===== config.mk =====
export PLATFORM = sky130hd
export DESIGN_NAME = bank_select
export DESIGN_NICKNAME = d
export VERILOG_FILES = /design/src/verilog/mem_tile_pkg.sv /design/src/verilog/bank_select.sv
export SDC_FILE = /design/constraint.sdc
export NUM_CORES = 1
export LEC_CHECK = 0
export BUFFER_PORTS_ARGS = -buffer_cell sky130_fd_sc_hd__buf_4
export CORE_AREA = 5 5 338 340
export CTS_CLUSTER_SIZE = 40
export DETAILED_ROUTE_END_ITERATION = 16
export DIE_AREA = 0 0 343 345
export PLACE_DENSITY = 0.3
export SLEW_MARGIN = 10
export SYNTH_ARGS = -nofsm -noshare
export SYNTH_HDL_FRONTEND = slang
export SYNTH_SLANG_ARGS = --single-unit

===== constraint.sdc =====
create_clock -name clk -period 2 [get_ports clk]
set_input_delay 0 -clock clk [delete_from_list [all_inputs] [get_ports clk]]
set_output_delay 0 -clock clk [all_outputs]
set_load 0.005 [all_outputs]

===== src/verilog/mem_tile_pkg.sv =====
// Word widths, vector typedefs and request structs for the memory tile.
package mem_tile_pkg;

    // Bank word and config word widths.
    localparam int BANK_DATA_WIDTH = 64;
    localparam int CONFIG_DATA_WIDTH = 32;

    // Byte offset bits within a bank word.
    localparam int ADDR_OFFSET = 3;

    // Field widths of the address fields.
    localparam int BANK_ADDR_WIDTH_MAX = 16;
    localparam int SRAM_ADDR_WIDTH_MAX = BANK_ADDR_WIDTH_MAX - ADDR_OFFSET;

    // Data and config words.
    typedef logic [BANK_DATA_WIDTH-1:0] word_t;
    typedef logic [CONFIG_DATA_WIDTH-1:0] cfg_word_t;

    // Byte address inside a bank, and word index into a macro.
    typedef logic [BANK_ADDR_WIDTH_MAX-1:0] addr_t;
    typedef logic [SRAM_ADDR_WIDTH_MAX-1:0] sram_addr_t;

    // Data request to one bank.
    typedef struct packed {
        logic  ren;
        logic  wen;
        addr_t addr;
        word_t data;
        word_t bit_sel;
    } bank_req_t;

    // Config request to one bank.
    typedef struct packed {
        logic      en;
        logic      wr;
        logic      rd;
        addr_t     addr;
        cfg_word_t wr_data;
    } cfg_req_t;

    // Controller to macro.
    typedef struct packed {
        logic       cen;
        logic       wen;
        sram_addr_t addr;
        word_t      data;
        word_t      bit_sel;
    } sram_req_t;

endpackage


===== src/verilog/bank_select.sv =====
// Bank selector with bank decode, strobe gating and read data combine.
module bank_select #(
    parameter int BANK_ADDR_WIDTH = 12
) (
    input  logic                    clk,
    input  logic                    reset,
    input  logic                    ren,
    input  logic                    wen,
    input  logic [BANK_ADDR_WIDTH:0] addr,
    input  mem_tile_pkg::word_t     data_in,
    input  mem_tile_pkg::word_t     data_in_bit_sel,
    output mem_tile_pkg::word_t     data_out,
    input  logic                    config_en,
    input  logic                    config_wr,
    input  logic                    config_rd,
    input  logic [BANK_ADDR_WIDTH:0] config_addr,
    input  mem_tile_pkg::cfg_word_t config_wr_data,
    output mem_tile_pkg::cfg_word_t config_rd_data,
    output mem_tile_pkg::bank_req_t bank_req [2],
    output mem_tile_pkg::cfg_req_t  cfg_req [2],
    input  mem_tile_pkg::word_t     bank_data_out [2],
    input  mem_tile_pkg::cfg_word_t bank_config_rd_data [2]
);

    import mem_tile_pkg::*;

    // Top address bit picks the bank.
    logic data_bank;
    logic cfg_bank;
    // Bank that served the last read.
    logic last_bank;
    logic last_bank_next;
    // Data read that a config write in the same bank does not block.
    logic data_read;

    assign data_bank = addr[BANK_ADDR_WIDTH];
    assign cfg_bank = config_addr[BANK_ADDR_WIDTH];
    assign data_read = ren && !(config_en && config_wr && cfg_bank == data_bank);

    // Per-bank requests.
    // Strobes only reach the addressed bank.
    for (genvar i = 0; i < 2; i++) begin : g_req
        assign bank_req[i].ren = ren && (data_bank == 1'(i));
        assign bank_req[i].wen = wen && (data_bank == 1'(i));
        assign bank_req[i].addr = addr_t'(addr[BANK_ADDR_WIDTH-1:0]);
        assign bank_req[i].data = data_in;
        assign bank_req[i].bit_sel = data_in_bit_sel;

        assign cfg_req[i].en = config_en && (cfg_bank == 1'(i));
        assign cfg_req[i].wr = config_wr;
        assign cfg_req[i].rd = config_rd;
        assign cfg_req[i].addr = addr_t'(config_addr[BANK_ADDR_WIDTH-1:0]);
        assign cfg_req[i].wr_data = config_wr_data;
    end

    // Track the bank of the newest read.
    // Data port read first, then config read.
    always_comb begin
        if (data_read) begin
            last_bank_next = data_bank;
        end else if (config_en && config_rd) begin
            last_bank_next = cfg_bank;
        end else begin
            last_bank_next = last_bank;
        end
    end

    always_ff @(posedge clk or posedge reset) begin
        if (reset) begin
            last_bank <= 1'b0;
        end else begin
            last_bank <= last_bank_next;
        end
    end

    // Tile data follows the last read bank.
    assign data_out = bank_data_out[last_bank];

    // Idle banks return zero config data.
    assign config_rd_data = bank_config_rd_data[0] | bank_config_rd_data[1];

    // Data port never reads and writes together.
    a_ren_wen_exclusive: assert property (
        @(posedge clk) disable iff (reset)
        !(ren && wen)
    ) else $error("data port ren and wen asserted together");

endmodule


==> run_results.csv <==
group,metric,value,unit
floorplanning,die-area,118300,um2
floorplanning,core_area,111300,um2
final_layout,reg.largest.list,"last_bank (1)",
logic_synthesis,syn-cell-area,4230,um2
final_layout,fillers,13180,
power,power_density,257.4,nW/um2
drt,num_vias,2738,
sta,finalWorstSetupSlack,0.4250,ns
global_routing,grt_pass1_vias,2943,
critical_path,max_stage_delay,0.81,ns
final_layout,nNetsFinal,825,
final_layout,largest-register,"last_bank",
place,gp_congestion,0.7665,
drt,drcViolationCount,0,
sta,fmax,634.9,MHz
critical_path,cp-end-kind,"output pin",
drt,wl,36710,um
logic_synthesis,ys_ff_latch,1,
logic_synthesis,yosys_warnings,0,
critical_path,worstPathMaxFanout,27,
hold_path,hold_class,"in -> out",
power,p_leak,2.130,nW
global_routing,grt_first_pass_wirelength,41030,um
floorplanning,die_height,345,um
critical_path,critPathBufInv,2,
logic_synthesis,yosysSeqAreaShare,0.005915,
clocking,hold_buffers,1,
critical_path,arrival,1.57,ns
floorplanning,initial_core_util,0.03802,
sta,hold_violations,0,
global_routing,overflow,0,
place,portBuffers,306,
logic_synthesis,syn_inst,507,
critical_path,cp_top_family,"flip-flops",
sta,setup_tns,0,ns
critical_path,required,2.00,ns
place,hpwl,35010,um
critical_path,path_class,"reg -> out",
sta,setup_viol,0,
flow_run,maxCapViolCount,0,
clocking,clock_latency,0,ns
critical_path,cpMaxStageDelayCell,"dfrtp_4",
logic_synthesis,synth_cell_type_count,18,
drt,drt-initial-drc-count,35,
clocking,post_cts_resized,0,
run_status,status,"completed",
drt,drt-wirelength-per-cell,18.93,um
sta,rsz0062_at_grt,"no",
global_routing,antenna_found_initial,26,
drt,drt_first_pass_iters,4,
drt,antenna_left,0,
floorplanning,die_width,343,um
final_layout,area.growth.synth_to_final,30.67,%
clocking,postCtsSetupBuffers,0,
sta,relSlewSlack,0.5916,
global_routing,grt_max_degree,28,
floorplanning,io-pin-count,875,
sta,fin_skew,0,ns
power,irDropWorstVdd,0.0001179,V
logic_synthesis,synth_area_per_cell,8.344,um2
global_routing,grt_util_all_layers,0.05641,
drt,vias_per_cell,1.412,
critical_path,crit_path_start_kind,"register",
sta,min_period,1.575,ns
final_layout,largest_register_ffs,1,
place,dp_slack,0.3347,ns
critical_path,path_cells,"buf_12 -> mux2_4 -> buf_4",
final_layout,layout-drive-gt1-share,0.9292,
clocking,clk_pin_slew,0,ns
sta,fin_crit_sh,0.7875,
final_layout,fin_util,0.04968,
sta,slew_violations,0,
sta,worst_pin_slew,0.6126,ns
floorplanning,rows,123,
## synthesized netlist by cell type
cell / instances / area [um2]
o211a_1: 1 / 10.01
buf_4: 388 / 2913
mux2_4: 49 / 735.7
dfrtp_1: 1 / 25.02
and2_1: 3 / 18.77
o31ai_1: 1 / 7.510
buf_8: 5 / 75.07
nand2_1: 1 / 3.750
mux2_2: 15 / 168.9
a41oi_1: 1 / 8.760
conb_1: 1 / 3.750
a21boi_0: 1 / 7.510
inv_1: 2 / 7.510
buf_6: 1 / 11.26
nor2b_1: 3 / 18.77
or2_2: 32 / 200.2
buf_2: 1 / 5.000
a311o_1: 1 / 10.01
## metrics by stage
stage	cell area [um2]	power [mW]	hold WS, ns	std cells
6_report	5528	1.423	0.000002922	1939
3_3_place_gp	5515	1.464	-0.1415	1937
4_1_cts	5525	1.474	0.00005067	1938
2_1_floorplan	4287	1.123	-0.2713	522
3_5_place_dp	5515	1.470	-0.1395	1937
5_1_grt	5525	1.523	0.00001124	1938
## power by group
group	total, mW	switching, mW	internal, mW
clock	0.0000000496	0	0.0000000496
combinational	1.35	0.576	0.775
sequential	0.0723	0.0477	0.0246
## cell type report
cell class,count,area (um2),share of cell area
Timing Repair Buffer,311,2362,0.4273
Tap cell,1500,1877,0.3395
Multi-Input combinational cell,124,1250,0.2261
Sequential cell,1,28.78,0.005206
Inverter,2,7.507,0.001358
Antenna cell,1,2.502,0.0004527
## cell usage in the layout, fill, tap and decap left out, drive strengths merged
master       instances
buf                310
o211a                1
nand2                1
o31ai                1
or2                 32
a41oi                1
dlygate4sd3          1
dfrtp                1
inv                  2
conb                16
a21boi               1
diode                1
and2                 3
mux2                64
nor2b                3
a311o                1
## metal layers
metal  GRT usage  up-vias  wire, um
met5           0        -         0
met4     0.01600        0      1286
met3     0.02556      116      5542
met2     0.06070      507     10980
met1     0.09206     1070     18900
li1            -     1045         -
## logic make-up (layout without fill, tap and decap cells)
family                 after synthesis  count (layout)  share of synthesized area
muxes                               64              64                     0.2138
buffers and inverters              397             313                     0.7119
DFF                                  1               1                   0.005914
and+or+nand+nor                     39              39                    0.05708
other                                1              17                  0.0008865
AOI/OAI and AO/OA                    5               5                    0.01035
## final timing paths
path,startpoint,to,slack (ns),depth (start not counted)
max,last_bank,data_out[43],0.43,3
min,data_in[58],bank_req[268],0.000003,0
max reg2reg,last_bank,last_bank,0.54,3
min reg2reg,last_bank,last_bank,1.06,1
max in group asynchronous,reset,last_bank,1.41,3
min in group asynchronous,reset,last_bank,0.48,3
No activity file was read; power rests on OpenSTA's default activity.
