<file path="src/verilog/mem_tile_pkg.sv">
// Word widths, vector typedefs and request structs for the memory tile.
package mem_tile_pkg;

    // Bank word and config word widths.
    localparam int BANK_DATA_WIDTH = 64;
    localparam int CONFIG_DATA_WIDTH = 32;

    // Byte offset bits within a bank word.
    localparam int ADDR_OFFSET = 3;

    // Field widths of the address fields.
    localparam int BANK_ADDR_WIDTH_MAX = 16;
    localparam int SRAM_ADDR_WIDTH_MAX = BANK_ADDR_WIDTH_MAX - ADDR_OFFSET;

    // Data and config words.
    typedef logic [BANK_DATA_WIDTH-1:0] word_t;
    typedef logic [CONFIG_DATA_WIDTH-1:0] cfg_word_t;

    // Byte address inside a bank, and word index into a macro.
    typedef logic [BANK_ADDR_WIDTH_MAX-1:0] addr_t;
    typedef logic [SRAM_ADDR_WIDTH_MAX-1:0] sram_addr_t;

    // Data request to one bank.
    typedef struct packed {
        logic  ren;
        logic  wen;
        addr_t addr;
        word_t data;
        word_t bit_sel;
    } bank_req_t;

    // Config request to one bank.
    typedef struct packed {
        logic      en;
        logic      wr;
        logic      rd;
        addr_t     addr;
        cfg_word_t wr_data;
    } cfg_req_t;

    // Controller to macro.
    typedef struct packed {
        logic       cen;
        logic       wen;
        sram_addr_t addr;
        word_t      data;
        word_t      bit_sel;
    } sram_req_t;

endpackage

</file>
<file path="src/verilog/sram_controller.sv">
// Per-bank SRAM controller: request mux onto the macro and read data hold.
module sram_controller #(
    parameter int BANK_ADDR_WIDTH = 12
) (
    input  logic                   clk,
    input  logic                   reset,
    input  mem_tile_pkg::bank_req_t bank_req,
    input  mem_tile_pkg::cfg_req_t  cfg_req,
    output mem_tile_pkg::word_t     data_out,
    output mem_tile_pkg::cfg_word_t config_rd_data,
    output mem_tile_pkg::sram_req_t sram_req,
    input  mem_tile_pkg::word_t     rdata
);

    import mem_tile_pkg::*;

    // Used word-index bits per bank.
    localparam int WORD_ADDR_WIDTH = BANK_ADDR_WIDTH - ADDR_OFFSET;
    localparam int HIGH_WIDTH = BANK_DATA_WIDTH - CONFIG_DATA_WIDTH;

    // Config half select, byte address bit 2.
    logic cfg_high;
    logic cfg_write;
    logic cfg_read;
    // Read issued to the macro this cycle.
    logic read_req;
    // Read completed at the last edge.
    logic read_valid;
    // Word from the last completed read.
    word_t held_word;
    word_t cfg_data;
    word_t cfg_mask;

    assign cfg_high = cfg_req.addr[ADDR_OFFSET-1];
    assign cfg_write = cfg_req.en && cfg_req.wr;
    assign cfg_read = cfg_req.en && cfg_req.rd;

    // Half-word data and mask for a config write.
    always_comb begin
        if (cfg_high) begin
            cfg_data = {cfg_req.wr_data[HIGH_WIDTH-1:0], {CONFIG_DATA_WIDTH{1'b0}}};
            cfg_mask = {{HIGH_WIDTH{1'b1}}, {CONFIG_DATA_WIDTH{1'b0}}};
        end else begin
            cfg_data = {{HIGH_WIDTH{1'b0}}, cfg_req.wr_data};
            cfg_mask = {{HIGH_WIDTH{1'b0}}, {CONFIG_DATA_WIDTH{1'b1}}};
        end
    end

    // Macro request.
    // Config takes priority over the data port.
    always_comb begin
        if (cfg_write) begin
            sram_req.cen = 1'b1;
            sram_req.wen = 1'b1;
            sram_req.addr = sram_addr_t'(cfg_req.addr[ADDR_OFFSET +: WORD_ADDR_WIDTH]);
            sram_req.data = cfg_data;
            sram_req.bit_sel = cfg_mask;
            read_req = 1'b0;
        end else if (cfg_read) begin
            sram_req.cen = 1'b1;
            sram_req.wen = 1'b0;
            sram_req.addr = sram_addr_t'(cfg_req.addr[ADDR_OFFSET +: WORD_ADDR_WIDTH]);
            sram_req.data = '0;
            sram_req.bit_sel = '0;
            read_req = 1'b1;
        end else begin
            sram_req.cen = bank_req.ren || bank_req.wen;
            sram_req.wen = bank_req.wen;
            sram_req.addr = sram_addr_t'(bank_req.addr[ADDR_OFFSET +: WORD_ADDR_WIDTH]);
            sram_req.data = bank_req.data;
            sram_req.bit_sel = bank_req.bit_sel;
            read_req = bank_req.ren;
        end
    end

    // Read valid flag and held word.
    always_ff @(posedge clk or posedge reset) begin
        if (reset) begin
            read_valid <= 1'b0;
            held_word <= '0;
        end else begin
            read_valid <= read_req;
            held_word <= data_out;
        end
    end

    // Fresh macro data right after a read, held word otherwise.
    assign data_out = read_valid ? rdata : held_word;

    // Config read returns the chosen half.
    // Zero without a config read.
    always_comb begin
        if (!cfg_read) begin
            config_rd_data = '0;
        end else if (cfg_high) begin
            config_rd_data = data_out[BANK_DATA_WIDTH-1 -: CONFIG_DATA_WIDTH];
        end else begin
            config_rd_data = data_out[0 +: CONFIG_DATA_WIDTH];
        end
    end

    // One config operation at a time.
    a_cfg_wr_rd_exclusive: assert property (
        @(posedge clk) disable iff (reset)
        !(cfg_req.en && cfg_req.wr && cfg_req.rd)
    ) else $error("config write and read asserted together");

    // Two config halves must cover the bank word.
    if (2 * CONFIG_DATA_WIDTH < BANK_DATA_WIDTH) begin : g_width_check
        $error("config data width below half of bank data width");
    end

endmodule

</file>
<file path="config.mk">
export PLATFORM = sky130hd
export DESIGN_NAME = sram_controller
export DESIGN_NICKNAME = d
export VERILOG_FILES = /design/src/verilog/mem_tile_pkg.sv /design/src/verilog/sram_controller.sv
export SDC_FILE = /design/constraint.sdc
export NUM_CORES = 1
export LEC_CHECK = 0
export BUFFER_PORTS_ARGS = -buffer_cell sky130_fd_sc_hd__buf_2
export CAP_MARGIN = 20
export CORE_AREA = 2 2 198 200
export DETAILED_ROUTE_END_ITERATION = 12
export DIE_AREA = 0 0 200 202
export GPL_ROUTABILITY_DRIVEN = 0
export PLACE_DENSITY_LB_ADDON = 0.08
export SETUP_SLACK_MARGIN = 0.5
export SLEW_MARGIN = 25
export SYNTH_ARGS = -nofsm -noshare
export SYNTH_HDL_FRONTEND = slang
export SYNTH_SLANG_ARGS = --single-unit
</file>
<file path="constraint.sdc">
create_clock -name clk -period 1.75 [get_ports clk]
set_input_delay 0.2625 -clock clk [delete_from_list [all_inputs] [get_ports clk]]
set_output_delay 0.2625 -clock clk [all_outputs]
set_load 0.01 [all_outputs]
</file>
==> results by group <==
Outcome
  • Outcome: finished with violations
  • Failing checks: negative setup slack

Setup path
  • Critical path class: flop to output pin
  • CP startpoint: read_valid
  • Crit path DAT: 1780 ps
  • Reg2reg end: held_word[57]
  • Max stage delay on crit path: 550 ps
  • CP cell instances: buf_12 -> mux2_4 -> a22o_1 -> buf_6
  • Path depth of the worst reg2reg path: 3
  • Worst r2r src: read_valid
  • Slowest cell on the critical path: dfrtp_4
  • R2R Setup Slk: 400 ps
  • Worst EP required: 1490 ps
  • Worst Setup End Kind: output pin
  • Crit start category: flop
  • CP Max Fanout: 17

Hold path
  • Worst Hold End: held_word[40]
  • Worst hold path type: input pin to flop
  • Hold Crit Start: rdata[40]
  • Hold path cells: 2

Clock tree
  • CTS tree: built
  • Root Driver: clkbuf_16
  • CTS buffer count: 9
  • Depth of the CTS H-tree: 3
  • Clock network latency to the later pin of the worst-skew pair: 330 ps
  • Clk buf depth: 2
  • Clk sink count: 65
  • CTS clock-pin slew for the worst setup and hold paths: 60 ps

Global routing
  • Gr ovfl total: 0
  • Initial antenna violation count: 3
  • Pin count of the biggest net entering global routing: 40
  • Vias in the first global route: 5,643
  • Global-route usage over all layers: 0.133
  • Global-route wire length before repair: 38.7 mm

Finish
  • Register Area: 1630 um^2
  • Fill cells: 4,152
  • Multi-input logic area: 2610 um^2
  • Post-route cell area: 10,000 um^2
  • Share of cells above drive strength 1: 0.748
  • Post-Route Utilization: 0.261
  • Area growth, synth to finish: 133%
  • Nets@finish: 1,171

Logic synthesis
  • Sequential share of the synthesized area: 0.379
  • Synth Area per Inst: 11.9 um^2
  • Yosys cell types: 19
  • Syn Inst Count: 360
  • Post-synthesis cell area: 4290 um^2
  • Syn. warnings: 0
  • Flops & latches, synth: 65

Timing
  • Fin Setup TNS: -15,170 ps
  • Final hold violation count: 0
  • Fmax: 0.490 GHz
  • Fin. max-slew vios: 0
  • Tcrit/Tclk final: 1.17
  • Min cycle time layout: 2040 ps
  • Clock Skew: 3.94 ps
  • Fin worst setup slack: -291 ps
  • Unrepaired setup endpoints after global routing: yes
  • Final setup viols: 94

Power
  • PwrDens: 663 nW/um^2
  • Static leakage: 5.41 nW
  • Maximum VDD drop: 0.000294 V

Floorplan
  • CORE AREA: 38,300 um^2
  • # rows: 72
  • Die height: 202 um
  • Die area: 40,400 um^2
  • I/O Pins: 502
  • Die X: 200 um
  • Initial Util: 0.112

Detailed routing
  • Drt first pass iters: 4
  • Drt drc: 0
  • WL/cell: 19.7 um
  • Drt via density: 3.76
  • DRT Wirelength: 28.2 mm
  • Vias: 5,394
  • Remaining antenna violation count: 0
  • Starting DRT DRC Count: 194

Placement
  • Port Buf Inserts: 484
  • Dpl ws: 27.9 ps
  • Area after DPL: 7640 um^2
  • DP HPWL: 20.8 mm

Flow run
  • Max-cap viol count: 0
## per-stage QoR
stage	total power [W]	hold WS, ps	instances
2_1_floorplan	0.00299	352	363
6_report	0.00663	176	1433
4_1_cts	0.00665	156	1428
3_5_place_dp	0.00416	255	1362
5_1_grt	0.00699	168	1432
3_3_place_gp	0.00418	261	1362
## metal layers
metal | global-route usage | wire length (um) | share of wire
met5 | 0 | 13 | 0.00046
met4 | 0.0437 | 668 | 0.024
met2 | 0.237 | 14300 | 0.51
met3 | 0.0332 | 2110 | 0.075
met1 | 0.156 | 11100 | 0.39
## Yosys cell counts
master | count | area, um^2
a22o_1 | 97 | 850
dfrtp_1 | 65 | 1630
a21o_1 | 64 | 480
mux2_2 | 40 | 450
buf_2 | 33 | 165
mux2_4 | 33 | 495
buf_4 | 8 | 60.1
buf_6 | 4 | 45.0
buf_8 | 3 | 45.0
a21oi_1 | 2 | 10.0
and3_1 | 2 | 12.5
and3b_1 | 2 | 17.5
clkbuf_1 | 1 | 3.75
conb_1 | 1 | 3.75
inv_1 | 1 | 3.75
nand2_1 | 1 | 3.75
o21a_1 | 1 | 7.51
o21ai_1 | 1 | 5.00
or3_1 | 1 | 6.26
## registers in the layout (all words and copies together) (netlist names)
name        cells
held_word      64
read_valid      1
## critical path, delay by kind of cell, from the launching register on
family,cells,cell delay [ps]
AOI/OAI and AO/OA,1,220
buffers and inverters,2,310
DFF,1,550
muxes,1,330
## cell type report
class	instances	area share
diodes	3	0.000750
clock buffers	15	0.0268
inverters	1	0.000750
multi-input cells	249	0.261
flip-flops and latches	65	0.163
well taps	518	0.0648
repair buffers	582	0.483
## power breakdown
part / internal [W] / switching [W] / total (W)
Clock: 0.00103 / 0.000647 / 0.00168
Combinational: 0.00186 / 0.00133 / 0.00320
Sequential: 0.00170 / 0.0000558 / 0.00176
Total: 0.00460 / 0.00204 / 0.00663
## cell families (layout without fill, tap and decap cells)
| logic type | count (synthesis) | after routing | share of synthesized area |
|---|---|---|---|
| flops | 65 | 65 | 0.379 |
| mux | 73 | 73 | 0.220 |
| compound gates | 165 | 166 | 0.315 |
| other cells | 1 | 7 | 0.000874 |
| simple gates | 6 | 6 | 0.00933 |
| buf+inv | 50 | 598 | 0.0752 |
## placed cells by master (no fill, tap or decap)
cell type / instances
a21o_1: 64
a21oi_1: 2
a22o_1: 87
a22o_4: 10
and3_1: 1
and3_4: 1
and3b_1: 1
and3b_4: 1
buf_12: 24
buf_16: 20
buf_2: 358
buf_4: 9
buf_6: 164
buf_8: 6
clkbuf_1: 4
clkbuf_16: 9
clkbuf_8: 2
clkinvlp_4: 1
conb_1: 4
dfrtp_1: 64
dfrtp_4: 1
diode_2: 3
dlygate4sd3_1: 1
mux2_2: 6
mux2_4: 67
nand2_1: 1
o21a_4: 2
o21ai_4: 1
or3_1: 1
## worst max path at each step
stage                     slack [ps]            endpoint  cells after the start
final                           -290  config_rd_data[24]                      4
after detailed placement          30  config_rd_data[31]                      4
after global placement            30  config_rd_data[31]                      4
after CTS                       -330  config_rd_data[27]                      4
after floorplan                  260  config_rd_data[13]                      4
after global routing            -360  config_rd_data[22]                      4
## timing repair
item	4_1_cts	5_1_grt
setup buffers	29	2
pin swaps	87	28
cloned	21	0
resized for setup	225	62
setup endpoints to repair	260	260
endpoints found under the hold margin	10	0
hold buffers	1	0
Power figures use the tool's default switching activity.
